[config.mk]
export PLATFORM = sky130hd
export DESIGN_NAME = cog_top
export DESIGN_NICKNAME = d
export VERILOG_FILES = /design/src/cog_pkg.sv /design/src/cog_if.sv /design/src/cog_divider.sv /design/src/cog_top.sv /design/src/col_moment.sv /design/src/row_scan.sv
export VERILOG_INCLUDE_DIRS = /design/src
export SDC_FILE = /design/constraint.sdc
export NUM_CORES = 2
export LEC_CHECK = 0
export ABC_AREA = 1
export BUFFER_PORTS_ARGS = -buffer_cell sky130_fd_sc_hd__clkbuf_2
export CORE_MARGIN = 2
export CORE_UTILIZATION = 30
export DETAILED_ROUTE_END_ITERATION = 8
export PLACE_DENSITY = 0.48
export SLEW_MARGIN = 0
export SYNTH_ARGS = -nofsm -noshare
export SYNTH_HDL_FRONTEND = slang
export SYNTH_SLANG_ARGS = --single-unit
[constraint.sdc]
create_clock -name CCLK -period 12.8 [get_ports CCLK]
set_input_delay 2.56 -clock CCLK [delete_from_list [all_inputs] [get_ports CCLK]]
set_output_delay 2.56 -clock CCLK [all_outputs]
set_load 0.02 [all_outputs]
[src/cog_consts.svh]
// Widths and limits of the center of gravity datapath
// Sizes of rows, addresses, sums and the serial divider

`ifndef COG_CONSTS_SVH
`define COG_CONSTS_SVH

// ---------------------------------------------------------------------------
// Frame geometry
// ---------------------------------------------------------------------------

// Pixels in one memory row, one bit each
`define COG_ROW_BITS    32

// Row address and frame size
`define COG_ADDR_BITS   11

// ---------------------------------------------------------------------------
// Sums and division
// ---------------------------------------------------------------------------

// Pixel count S
`define COG_SUM_S_BITS  20

// Moment sums SX, SY and the integer quotients
`define COG_SUM_M_BITS  28

// Binary fraction below the quotient
`define COG_FRAC_BITS   20

// One divider step per numerator bit, fraction included
`define COG_DIV_STEPS   (`COG_SUM_M_BITS + `COG_FRAC_BITS)

`endif

[src/cog_pkg.sv]
// Shared types of the center of gravity design
// Data widths as types and the FSM state enums

`default_nettype none

`include "cog_consts.svh"

package cog_pkg;

    // Data types
    typedef logic [`COG_SUM_S_BITS-1:0] sum_s_t;
    typedef logic [`COG_SUM_M_BITS-1:0] sum_m_t;
    typedef logic [`COG_FRAC_BITS-1:0]  frac_t;
    typedef logic [`COG_ROW_BITS-1:0]   row_t;
    typedef logic [`COG_ADDR_BITS-1:0]  addr_t;

    // Row scanner
    typedef enum logic [1:0] {
        S_IDLE,
        S_SCAN,
        S_DRAIN
    } scan_state_t;

    // Moment accumulator
    typedef enum logic {
        M_ACCUM,
        M_WEIGH
    } moment_state_t;

    // Serial divider
    typedef enum logic {
        D_IDLE,
        D_RUN
    } div_state_t;

endpackage

`default_nettype wire

[src/cog_if.sv]
// Stage-to-stage interfaces of the center of gravity design
// row_if carries masked rows, sums_if carries the frame sums

`timescale 1ns/1ps
`default_nettype none

// ---------------------------------------------------------------------------
// Rows from the scanner to the moment accumulator
// ---------------------------------------------------------------------------
interface row_if;

    logic           valid;
    cog_pkg::row_t  bits;
    cog_pkg::addr_t index;
    // Set with the final row of a frame
    logic           last;

    modport source (
        output valid,
        output bits,
        output index,
        output last
    );

    modport sink (
        input valid,
        input bits,
        input index,
        input last
    );

endinterface

// ---------------------------------------------------------------------------
// Frame sums from the accumulator to the divider
// ---------------------------------------------------------------------------
interface sums_if;

    logic            valid;
    cog_pkg::sum_s_t sum_s;
    cog_pkg::sum_m_t sum_sx;
    cog_pkg::sum_m_t sum_sy;

    modport source (
        output valid,
        output sum_s,
        output sum_sx,
        output sum_sy
    );

    modport sink (
        input valid,
        input sum_s,
        input sum_sx,
        input sum_sy
    );

endinterface

`default_nettype wire

[src/cog_divider.sv]
// Dual restoring divider: SX/S and SY/S in lockstep
// Integer quotient plus binary fraction, registered with a done pulse

`timescale 1ns/1ps
`default_nettype none

`include "cog_consts.svh"

module cog_divider (
    input  wire             CCLK,
    input  wire             RST_N,
    sums_if.sink            sums,
    output logic            done,
    output cog_pkg::sum_s_t sum_s,
    output cog_pkg::sum_m_t sum_sx,
    output cog_pkg::sum_m_t sum_sy,
    output cog_pkg::sum_m_t quot_x,
    output cog_pkg::frac_t  frac_x,
    output cog_pkg::sum_m_t quot_y,
    output cog_pkg::frac_t  frac_y
);

    localparam int STEPS    = `COG_DIV_STEPS;
    localparam int FRAC     = `COG_FRAC_BITS;
    localparam int DEN_BITS = `COG_SUM_S_BITS;
    localparam int CNT_BITS = $clog2(`COG_DIV_STEPS);

    cog_pkg::div_state_t state;
    logic [CNT_BITS-1:0] step;
    logic                load;
    logic                last_step;
    cog_pkg::sum_s_t     den;
    cog_pkg::sum_m_t     cap_sx;
    cog_pkg::sum_m_t     cap_sy;

    // Index 0 is x, index 1 is y
    logic [STEPS-1:0]    num       [2];
    logic [STEPS-1:0]    num_next  [2];
    logic [DEN_BITS-1:0] rem       [2];
    logic [DEN_BITS-1:0] rem_next  [2];
    logic [DEN_BITS:0]   rem_shift [2];
    logic                fit       [2];

    assign load      = (state == cog_pkg::D_IDLE) && sums.valid;
    assign last_step = (step == CNT_BITS'(STEPS - 1));

    // One restoring step, quotient bits shift in behind the numerator
    always_comb begin
        for (int k = 0; k < 2; k++) begin
            rem_shift[k] = {rem[k], num[k][STEPS-1]};
            fit[k]       = (rem_shift[k] >= {1'b0, den});
            rem_next[k]  = fit[k] ? DEN_BITS'(rem_shift[k] - {1'b0, den})
                                  : rem_shift[k][DEN_BITS-1:0];
            num_next[k]  = {num[k][STEPS-2:0], fit[k]};
        end
    end

    // Datapath
    always_ff @(posedge CCLK) begin
        if (load) begin
            den    <= sums.sum_s;
            cap_sx <= sums.sum_sx;
            cap_sy <= sums.sum_sy;
            num[0] <= {sums.sum_sx, {FRAC{1'b0}}};
            num[1] <= {sums.sum_sy, {FRAC{1'b0}}};
            rem[0] <= '0;
            rem[1] <= '0;
        end else if (state == cog_pkg::D_RUN) begin
            for (int k = 0; k < 2; k++) begin
                num[k] <= num_next[k];
                rem[k] <= rem_next[k];
            end
        end
    end

    // ------------------------------------------------------------------------
    // Step control and result registers
    // ------------------------------------------------------------------------
    always_ff @(posedge CCLK or negedge RST_N) begin
        if (!RST_N) begin
            state  <= cog_pkg::D_IDLE;
            step   <= '0;
            done   <= 1'b0;
            sum_s  <= '0;
            sum_sx <= '0;
            sum_sy <= '0;
            quot_x <= '0;
            frac_x <= '0;
            quot_y <= '0;
            frac_y <= '0;
        end else begin
            done <= 1'b0;
            case (state)
                cog_pkg::D_IDLE: begin
                    if (sums.valid) begin
                        state <= cog_pkg::D_RUN;
                        step  <= '0;
                    end
                end
                cog_pkg::D_RUN: begin
                    step <= step + 1'b1;
                    if (last_step) begin
                        state  <= cog_pkg::D_IDLE;
                        done   <= 1'b1;
                        sum_s  <= den;
                        sum_sx <= cap_sx;
                        sum_sy <= cap_sy;
                        // Empty frame gives zero results
                        if (den == '0) begin
                            quot_x <= '0;
                            frac_x <= '0;
                            quot_y <= '0;
                            frac_y <= '0;
                        end else begin
                            quot_x <= num_next[0][STEPS-1:FRAC];
                            frac_x <= num_next[0][FRAC-1:0];
                            quot_y <= num_next[1][STEPS-1:FRAC];
                            frac_y <= num_next[1][FRAC-1:0];
                        end
                    end
                end
                default: state <= cog_pkg::D_IDLE;
            endcase
        end
    end

endmodule

`default_nettype wire

[src/cog_top.sv]
// Center of gravity top level
// Row scanner, moment accumulator and divider in a chain

`timescale 1ns/1ps
`default_nettype none

module cog_top (
    input  wire                 CCLK,
    input  wire                 RST_N,
    input  wire                 vsync,
    input  wire cog_pkg::addr_t hsize,
    input  wire cog_pkg::addr_t vsize,
    input  wire                 data_en,
    input  wire cog_pkg::row_t  memin,
    output cog_pkg::addr_t      addr,
    output logic                select_en,
    output logic                done,
    output cog_pkg::sum_s_t     sum_s,
    output cog_pkg::sum_m_t     sum_sx,
    output cog_pkg::sum_m_t     sum_sy,
    output cog_pkg::sum_m_t     quot_x,
    output cog_pkg::frac_t      frac_x,
    output cog_pkg::sum_m_t     quot_y,
    output cog_pkg::frac_t      frac_y
);

    row_if  rows ();
    sums_if sums ();

    row_scan m_row_scan (
        .CCLK      (CCLK),
        .RST_N     (RST_N),
        .vsync     (vsync),
        .hsize     (hsize),
        .vsize     (vsize),
        .data_en   (data_en),
        .memin     (memin),
        .addr      (addr),
        .select_en (select_en),
        .rows      (rows)
    );

    col_moment m_col_moment (
        .CCLK  (CCLK),
        .RST_N (RST_N),
        .hsize (hsize),
        .rows  (rows),
        .sums  (sums)
    );

    cog_divider m_cog_divider (
        .CCLK   (CCLK),
        .RST_N  (RST_N),
        .sums   (sums),
        .done   (done),
        .sum_s  (sum_s),
        .sum_sx (sum_sx),
        .sum_sy (sum_sy),
        .quot_x (quot_x),
        .frac_x (frac_x),
        .quot_y (quot_y),
        .frac_y (frac_y)
    );

endmodule

`default_nettype wire

[src/col_moment.sv]
// Moment accumulator: popcount, S and SY sums, per-column counts
// and the SX weighting pass after the last row of a frame

`timescale 1ns/1ps
`default_nettype none

`include "cog_consts.svh"

module col_moment (
    input  wire                 CCLK,
    input  wire                 RST_N,
    input  wire cog_pkg::addr_t hsize,
    row_if.sink                 rows,
    sums_if.source              sums
);

    localparam int ROW_BITS = `COG_ROW_BITS;
    localparam int COL_BITS = $clog2(`COG_ROW_BITS);

    cog_pkg::moment_state_t state;
    logic [COL_BITS:0]      pop;
    logic                   frame_end;
    logic                   weigh_end;

    cog_pkg::sum_s_t acc_s;
    cog_pkg::sum_s_t next_s;
    cog_pkg::sum_s_t hold_s;
    cog_pkg::sum_m_t acc_sy;
    cog_pkg::sum_m_t next_sy;
    cog_pkg::sum_m_t hold_sy;
    cog_pkg::sum_m_t acc_sx;
    cog_pkg::sum_m_t weight;

    cog_pkg::addr_t col_cnt  [ROW_BITS];
    cog_pkg::addr_t col_next [ROW_BITS];
    cog_pkg::addr_t col_hold [ROW_BITS];
    cog_pkg::addr_t col;

    // Popcount and column counts with the incoming row
    always_comb begin
        pop = '0;
        for (int i = 0; i < ROW_BITS; i++) begin
            pop         = pop + rows.bits[i];
            col_next[i] = col_cnt[i] + rows.bits[i];
        end
    end

    assign next_s    = acc_s + pop;
    assign next_sy   = acc_sy + cog_pkg::sum_m_t'(pop) * cog_pkg::sum_m_t'(rows.index);
    assign frame_end = rows.valid && rows.last;
    assign weigh_end = (state == cog_pkg::M_WEIGH) && (col == '0);
    assign weight    = cog_pkg::sum_m_t'(col_hold[col[COL_BITS-1:0]])
                     * cog_pkg::sum_m_t'(col);

    // ------------------------------------------------------------------------
    // Row accumulation, cleared at frame end so the next frame can start
    // ------------------------------------------------------------------------
    always_ff @(posedge CCLK or negedge RST_N) begin
        if (!RST_N) begin
            acc_s  <= '0;
            acc_sy <= '0;
            for (int i = 0; i < ROW_BITS; i++) begin
                col_cnt[i] <= '0;
            end
        end else if (rows.valid) begin
            acc_s  <= rows.last ? '0 : next_s;
            acc_sy <= rows.last ? '0 : next_sy;
            for (int i = 0; i < ROW_BITS; i++) begin
                col_cnt[i] <= rows.last ? '0 : col_next[i];
            end
        end
    end

    // Snapshot of the finished frame
    always_ff @(posedge CCLK) begin
        if (frame_end) begin
            hold_s  <= next_s;
            hold_sy <= next_sy;
            for (int i = 0; i < ROW_BITS; i++) begin
                col_hold[i] <= col_next[i];
            end
        end
    end

    // ------------------------------------------------------------------------
    // SX weighting, one column per cycle from hsize-1 down to 0
    // ------------------------------------------------------------------------
    always_ff @(posedge CCLK or negedge RST_N) begin
        if (!RST_N) begin
            state      <= cog_pkg::M_ACCUM;
            col        <= '0;
            acc_sx     <= '0;
            sums.valid <= 1'b0;
        end else begin
            sums.valid <= 1'b0;
            case (state)
                cog_pkg::M_ACCUM: begin
                    if (frame_end) begin
                        state  <= cog_pkg::M_WEIGH;
                        col    <= hsize - 1'b1;
                        acc_sx <= '0;
                    end
                end
                cog_pkg::M_WEIGH: begin
                    acc_sx <= acc_sx + weight;
                    col    <= col - 1'b1;
                    if (weigh_end) begin
                        state      <= cog_pkg::M_ACCUM;
                        sums.valid <= 1'b1;
                    end
                end
                default: state <= cog_pkg::M_ACCUM;
            endcase
        end
    end

    always_ff @(posedge CCLK) begin
        if (weigh_end) begin
            sums.sum_s  <= hold_s;
            sums.sum_sy <= hold_sy;
            sums.sum_sx <= acc_sx + weight;
        end
    end

endmodule

`default_nettype wire

[src/row_scan.sv]
// Row scanner: frame start on vsync, row address walk,
// row counting, column masking and forwarding on row_if

`timescale 1ns/1ps
`default_nettype none

module row_scan (
    input  wire                 CCLK,
    input  wire                 RST_N,
    input  wire                 vsync,
    input  wire cog_pkg::addr_t hsize,
    input  wire cog_pkg::addr_t vsize,
    input  wire                 data_en,
    input  wire cog_pkg::row_t  memin,
    output cog_pkg::addr_t      addr,
    output logic                select_en,
    row_if.source               rows
);

    localparam int ROW_BITS = $bits(cog_pkg::row_t);

    cog_pkg::scan_state_t state;
    logic                 vsync_d;
    logic                 vsync_rise;
    logic                 accept;
    cog_pkg::addr_t       row_cnt;
    cog_pkg::addr_t       vsize_m1;
    cog_pkg::row_t        col_mask;

    assign vsync_rise = vsync & ~vsync_d;
    assign vsize_m1   = vsize - 1'b1;
    // Rows only count while a frame is open
    assign accept     = data_en && (state != cog_pkg::S_IDLE);

    // Columns at or above hsize are cleared
    always_comb begin
        for (int i = 0; i < ROW_BITS; i++) begin
            col_mask[i] = (i < hsize);
        end
    end

    // ------------------------------------------------------------------------
    // Frame FSM and address walk
    // ------------------------------------------------------------------------
    always_ff @(posedge CCLK or negedge RST_N) begin
        if (!RST_N) begin
            state     <= cog_pkg::S_IDLE;
            vsync_d   <= 1'b0;
            select_en <= 1'b0;
            addr      <= '0;
            row_cnt   <= '0;
        end else begin
            vsync_d <= vsync;
            case (state)
                cog_pkg::S_IDLE: begin
                    if (vsync_rise) begin
                        state     <= cog_pkg::S_SCAN;
                        select_en <= 1'b1;
                        addr      <= '0;
                        row_cnt   <= '0;
                    end
                end
                cog_pkg::S_SCAN: begin
                    if (addr == vsize_m1) begin
                        state     <= cog_pkg::S_DRAIN;
                        select_en <= 1'b0;
                    end else begin
                        addr <= addr + 1'b1;
                    end
                end
                cog_pkg::S_DRAIN: begin
                    // Waiting for the remaining rows
                end
                default: begin
                    state     <= cog_pkg::S_IDLE;
                    select_en <= 1'b0;
                end
            endcase
            // Final row closes the frame
            if (accept) begin
                row_cnt <= row_cnt + 1'b1;
                if (row_cnt == vsize_m1) begin
                    state <= cog_pkg::S_IDLE;
                end
            end
        end
    end

    // Forward the row one cycle after data_en
    always_ff @(posedge CCLK or negedge RST_N) begin
        if (!RST_N) begin
            rows.valid <= 1'b0;
        end else begin
            rows.valid <= accept;
        end
    end

    always_ff @(posedge CCLK) begin
        if (accept) begin
            rows.bits  <= memin & col_mask;
            rows.index <= row_cnt;
            rows.last  <= (row_cnt == vsize_m1);
        end
    end

endmodule

`default_nettype wire

==> results.md <==
- Status: complete, no violations
- Synth top area share: 31.3%
- Overflow after GRT: 0
- Worst-Margin Slew: 1.18 ns
- Row Count: between 150 and 200
- Clk slew on worst S/H paths: about 0.060 ns
- Period utilisation layout: between 70% and 80%
- Vias in the first global route: around 50,000
- WL final: ~200 mm
- Area Overhead vs Synth: 13.9%
- Async set-reset flop share out of synthesis: 47.0%
- Register area share after synthesis: between 50% and 60%
- Pin count of the biggest net entering global routing: around 170
- Nets@finish: 7,960
- Ys Warns: 0
- Cell count after synthesis: ~7,300
- RSZ-0062 raised after global routing: false
- Starting Density: between 30% and 40%
- Max incr delay on CP: 0.91 ns
- Via-to-Cell Ratio: about 4.7
- DP HPWL: roughly 140 mm
- Post-synth EDFFs: 732
- Crit Path Category: flop to flop
- Clk_lat worst skew: approximately 0.8 ns
- Post-CTS Setup Bufs: 0
- Detailed-route wire length per cell: ~18 um
- Drt pass-1 iters: 5
- Clock net sink count: ~1,400
- Cell with the most instances on the worst path: fa_1
- DIE HEIGHT: just under 500 um
- Post-Syn Area: 70,200 um2
- Achievable frequency: around 100 MHz
- Clock Tree Buf Depth: 3
- # IOs: roughly 240
- Yosys reg bits: ~1,400
- ANT nets after route: 0
- Final count of negative-setup-slack endpoints: 0
- Slew Limit Fails: 0
- DRC errors left: 0
- Port buffer count: 242
- CP max stage cell: o21ai_1
- Worst EP required: about 13 ns
- Setup crit end kind: flop
- Worst hold path type: flop to flop
- Post-cts gate resize count: 0
- Max-Cap Viols: 0
- Setup TNS: 0 ns
- GP Congestion: about 0.86
- Fin. Hold Viols: 0
- First-pass GRT wire length: between 300 and 400 mm
- Die ar.: 238,000 um2
- Detailed-route via count: 50,600
- Synth Flop Type: edfxtp_1
- Critical Path Fanout Max: 10
- TritonCTS clock tree: built
- 1st-iter DRT viols: 3,806
- Highest-count cells in the layout ignoring fill and taps: 1,413 x nand2_1, 1,242 x inv_1, 732 x edfxtp_1, 643 x dfrtp_1, 625 x o21ai_0
- Most common cell after layout, fill and taps aside: nand2_1
- Yosys cell types: 57
- Area leader, netlist: edfxtp_1
- Total track usage: between 10% and 20%
- Synth top area cells: edfxtp_1 31%, dfrtp_1 23%, nand2_1 7.6%, inv_1 6.7%, fa_1 5.1%
- Share of layout cells above drive strength 1: 7.96%
- Max_slew headroom: between 20% and 30%
- Floorplan core area: around 230,000 um2
- Post-Syn Nets: between 7,000 and 8,000
- Root Driver: clkbuf_16
- Crit path launch type: flop
- CTS Buf Count: 160
- CTS HTree Levels: 4
- Syn avg cell area: approximately 9.6 um2
- Initial antenna violation count: 8
- Die X-Extent: approximately 490 um
- Min Tclk post-route: 10.04 ns
- CP Data Arrival Time: roughly 11 ns
- Clk_skew: approximately 0.048 ns
- # hold bufs at CTS: 0
-- final cells by class --
cell class | count | area [um2]
diodes | 2 | 5.00
clock buffers | 231 | 4550
clock inverters | 69 | 806
fillers | 23800 | 153000
inverters | 1260 | 4760
multi-input cells | 4412 | 26200
flip-flops and latches | 1380 | 38200
well taps | 3043 | 3810
repair buffers | 287 | 1610
-- cell families (layout without fill, tap and decap cells) --
kind of cell | Yosys count | count (layout) | share of synthesized area, %
AO/OA/AOI/OAI | 1223 | 1223 | 9.95
XOR/XNOR | 284 | 284 | 3.54
adder cells (fa/ha/maj) | 401 | 401 | 9.07
buffers and inverters | 1507 | 1847 | 8.30
flip-flops | 1380 | 1380 | 54.4
other | 0 | 2 | 0
AND/OR/NAND/NOR | 2504 | 2504 | 14.7
-- worst max-delay path, delay by kind of cell (launching register included) --
family | cells | cell delay (ns)
AO/OA/AOI/OAI | 4 | 1.51
buffers and inverters | 8 | 0.67
flip-flops | 1 | 0.41
AND/OR/NAND/NOR | 11 | 1.35
adder cells (fa/ha/maj) | 13 | 5.86
-- flip-flops by register name, indices dropped and copies added (netlist names), 32 cells and up --
name and flops:
m_cog_divider.num 96, m_cog_divider.rem 40, m_col_moment.col_cnt 352, m_row_scan.rows.bits 32
m_col_moment.col_hold 352
-- per-stage QoR --
stage	setup WS [ns]	hold slack (ns)	instances	cell area [um2]	utilization [%]
2_1_floorplan	3.03	0.400	7299	70200	-
6_report	2.76	0.387	10700	80000	34.4
3_3_place_gp	2.66	0.401	10400	74600	32.1
3_5_place_dp	2.65	0.405	10400	74600	32.1
5_1_grt	2.13	0.398	10700	80000	34.4
4_1_cts	2.67	0.384	10700	80000	34.4
-- path summary, 6_finish.rpt --
check,startpoint,end,slack [ns],cells after the start
min in group asynchronous,RST_N,m_cog_divider.sum_s[11],1.71,1
min,m_col_moment.hold_s[7],m_col_moment.sums.sum_s[7],0.39,0
min reg2reg,m_col_moment.hold_s[7],m_col_moment.sums.sum_s[7],0.39,0
max,m_row_scan.rows.bits[0],m_col_moment.hold_sy[26],2.76,36
max in group asynchronous,RST_N,m_col_moment.col_cnt[204],8.82,3
max reg2reg,m_row_scan.rows.bits[0],m_col_moment.hold_sy[26],2.76,36
-- Yosys cell counts (11+ instances only) --
cell type and number:
o21ai_0 625, nand2_1 1414, inv_2 12, fa_1 180, nand3_1 289, a21oi_1 136, edfxtp_1 732, o21ai_1 22
a22o_1 48, xnor2_1 33, o22ai_1 284, nor4_1 53, ha_1 221, nand4_1 58, nand2_2 20, and2_1 17
buf_1 13, o211ai_1 16, clkbuf_1 165, nor2_1 567, buf_2 54, nor2_2 11, inv_1 1245, o221ai_1 36
nor3_1 48, xor2_1 251, dfrtp_1 648
-- metal layers --
layer	wire length [um]	GRT usage, %
met5	13	0
met4	4300	4.37
met3	8940	2.45
met2	86200	25.4
met1	95600	23.8
Power is left out: the tool's default activity adds up to more than one toggle a clock period on the data nets, which glitch-free logic cannot reach.
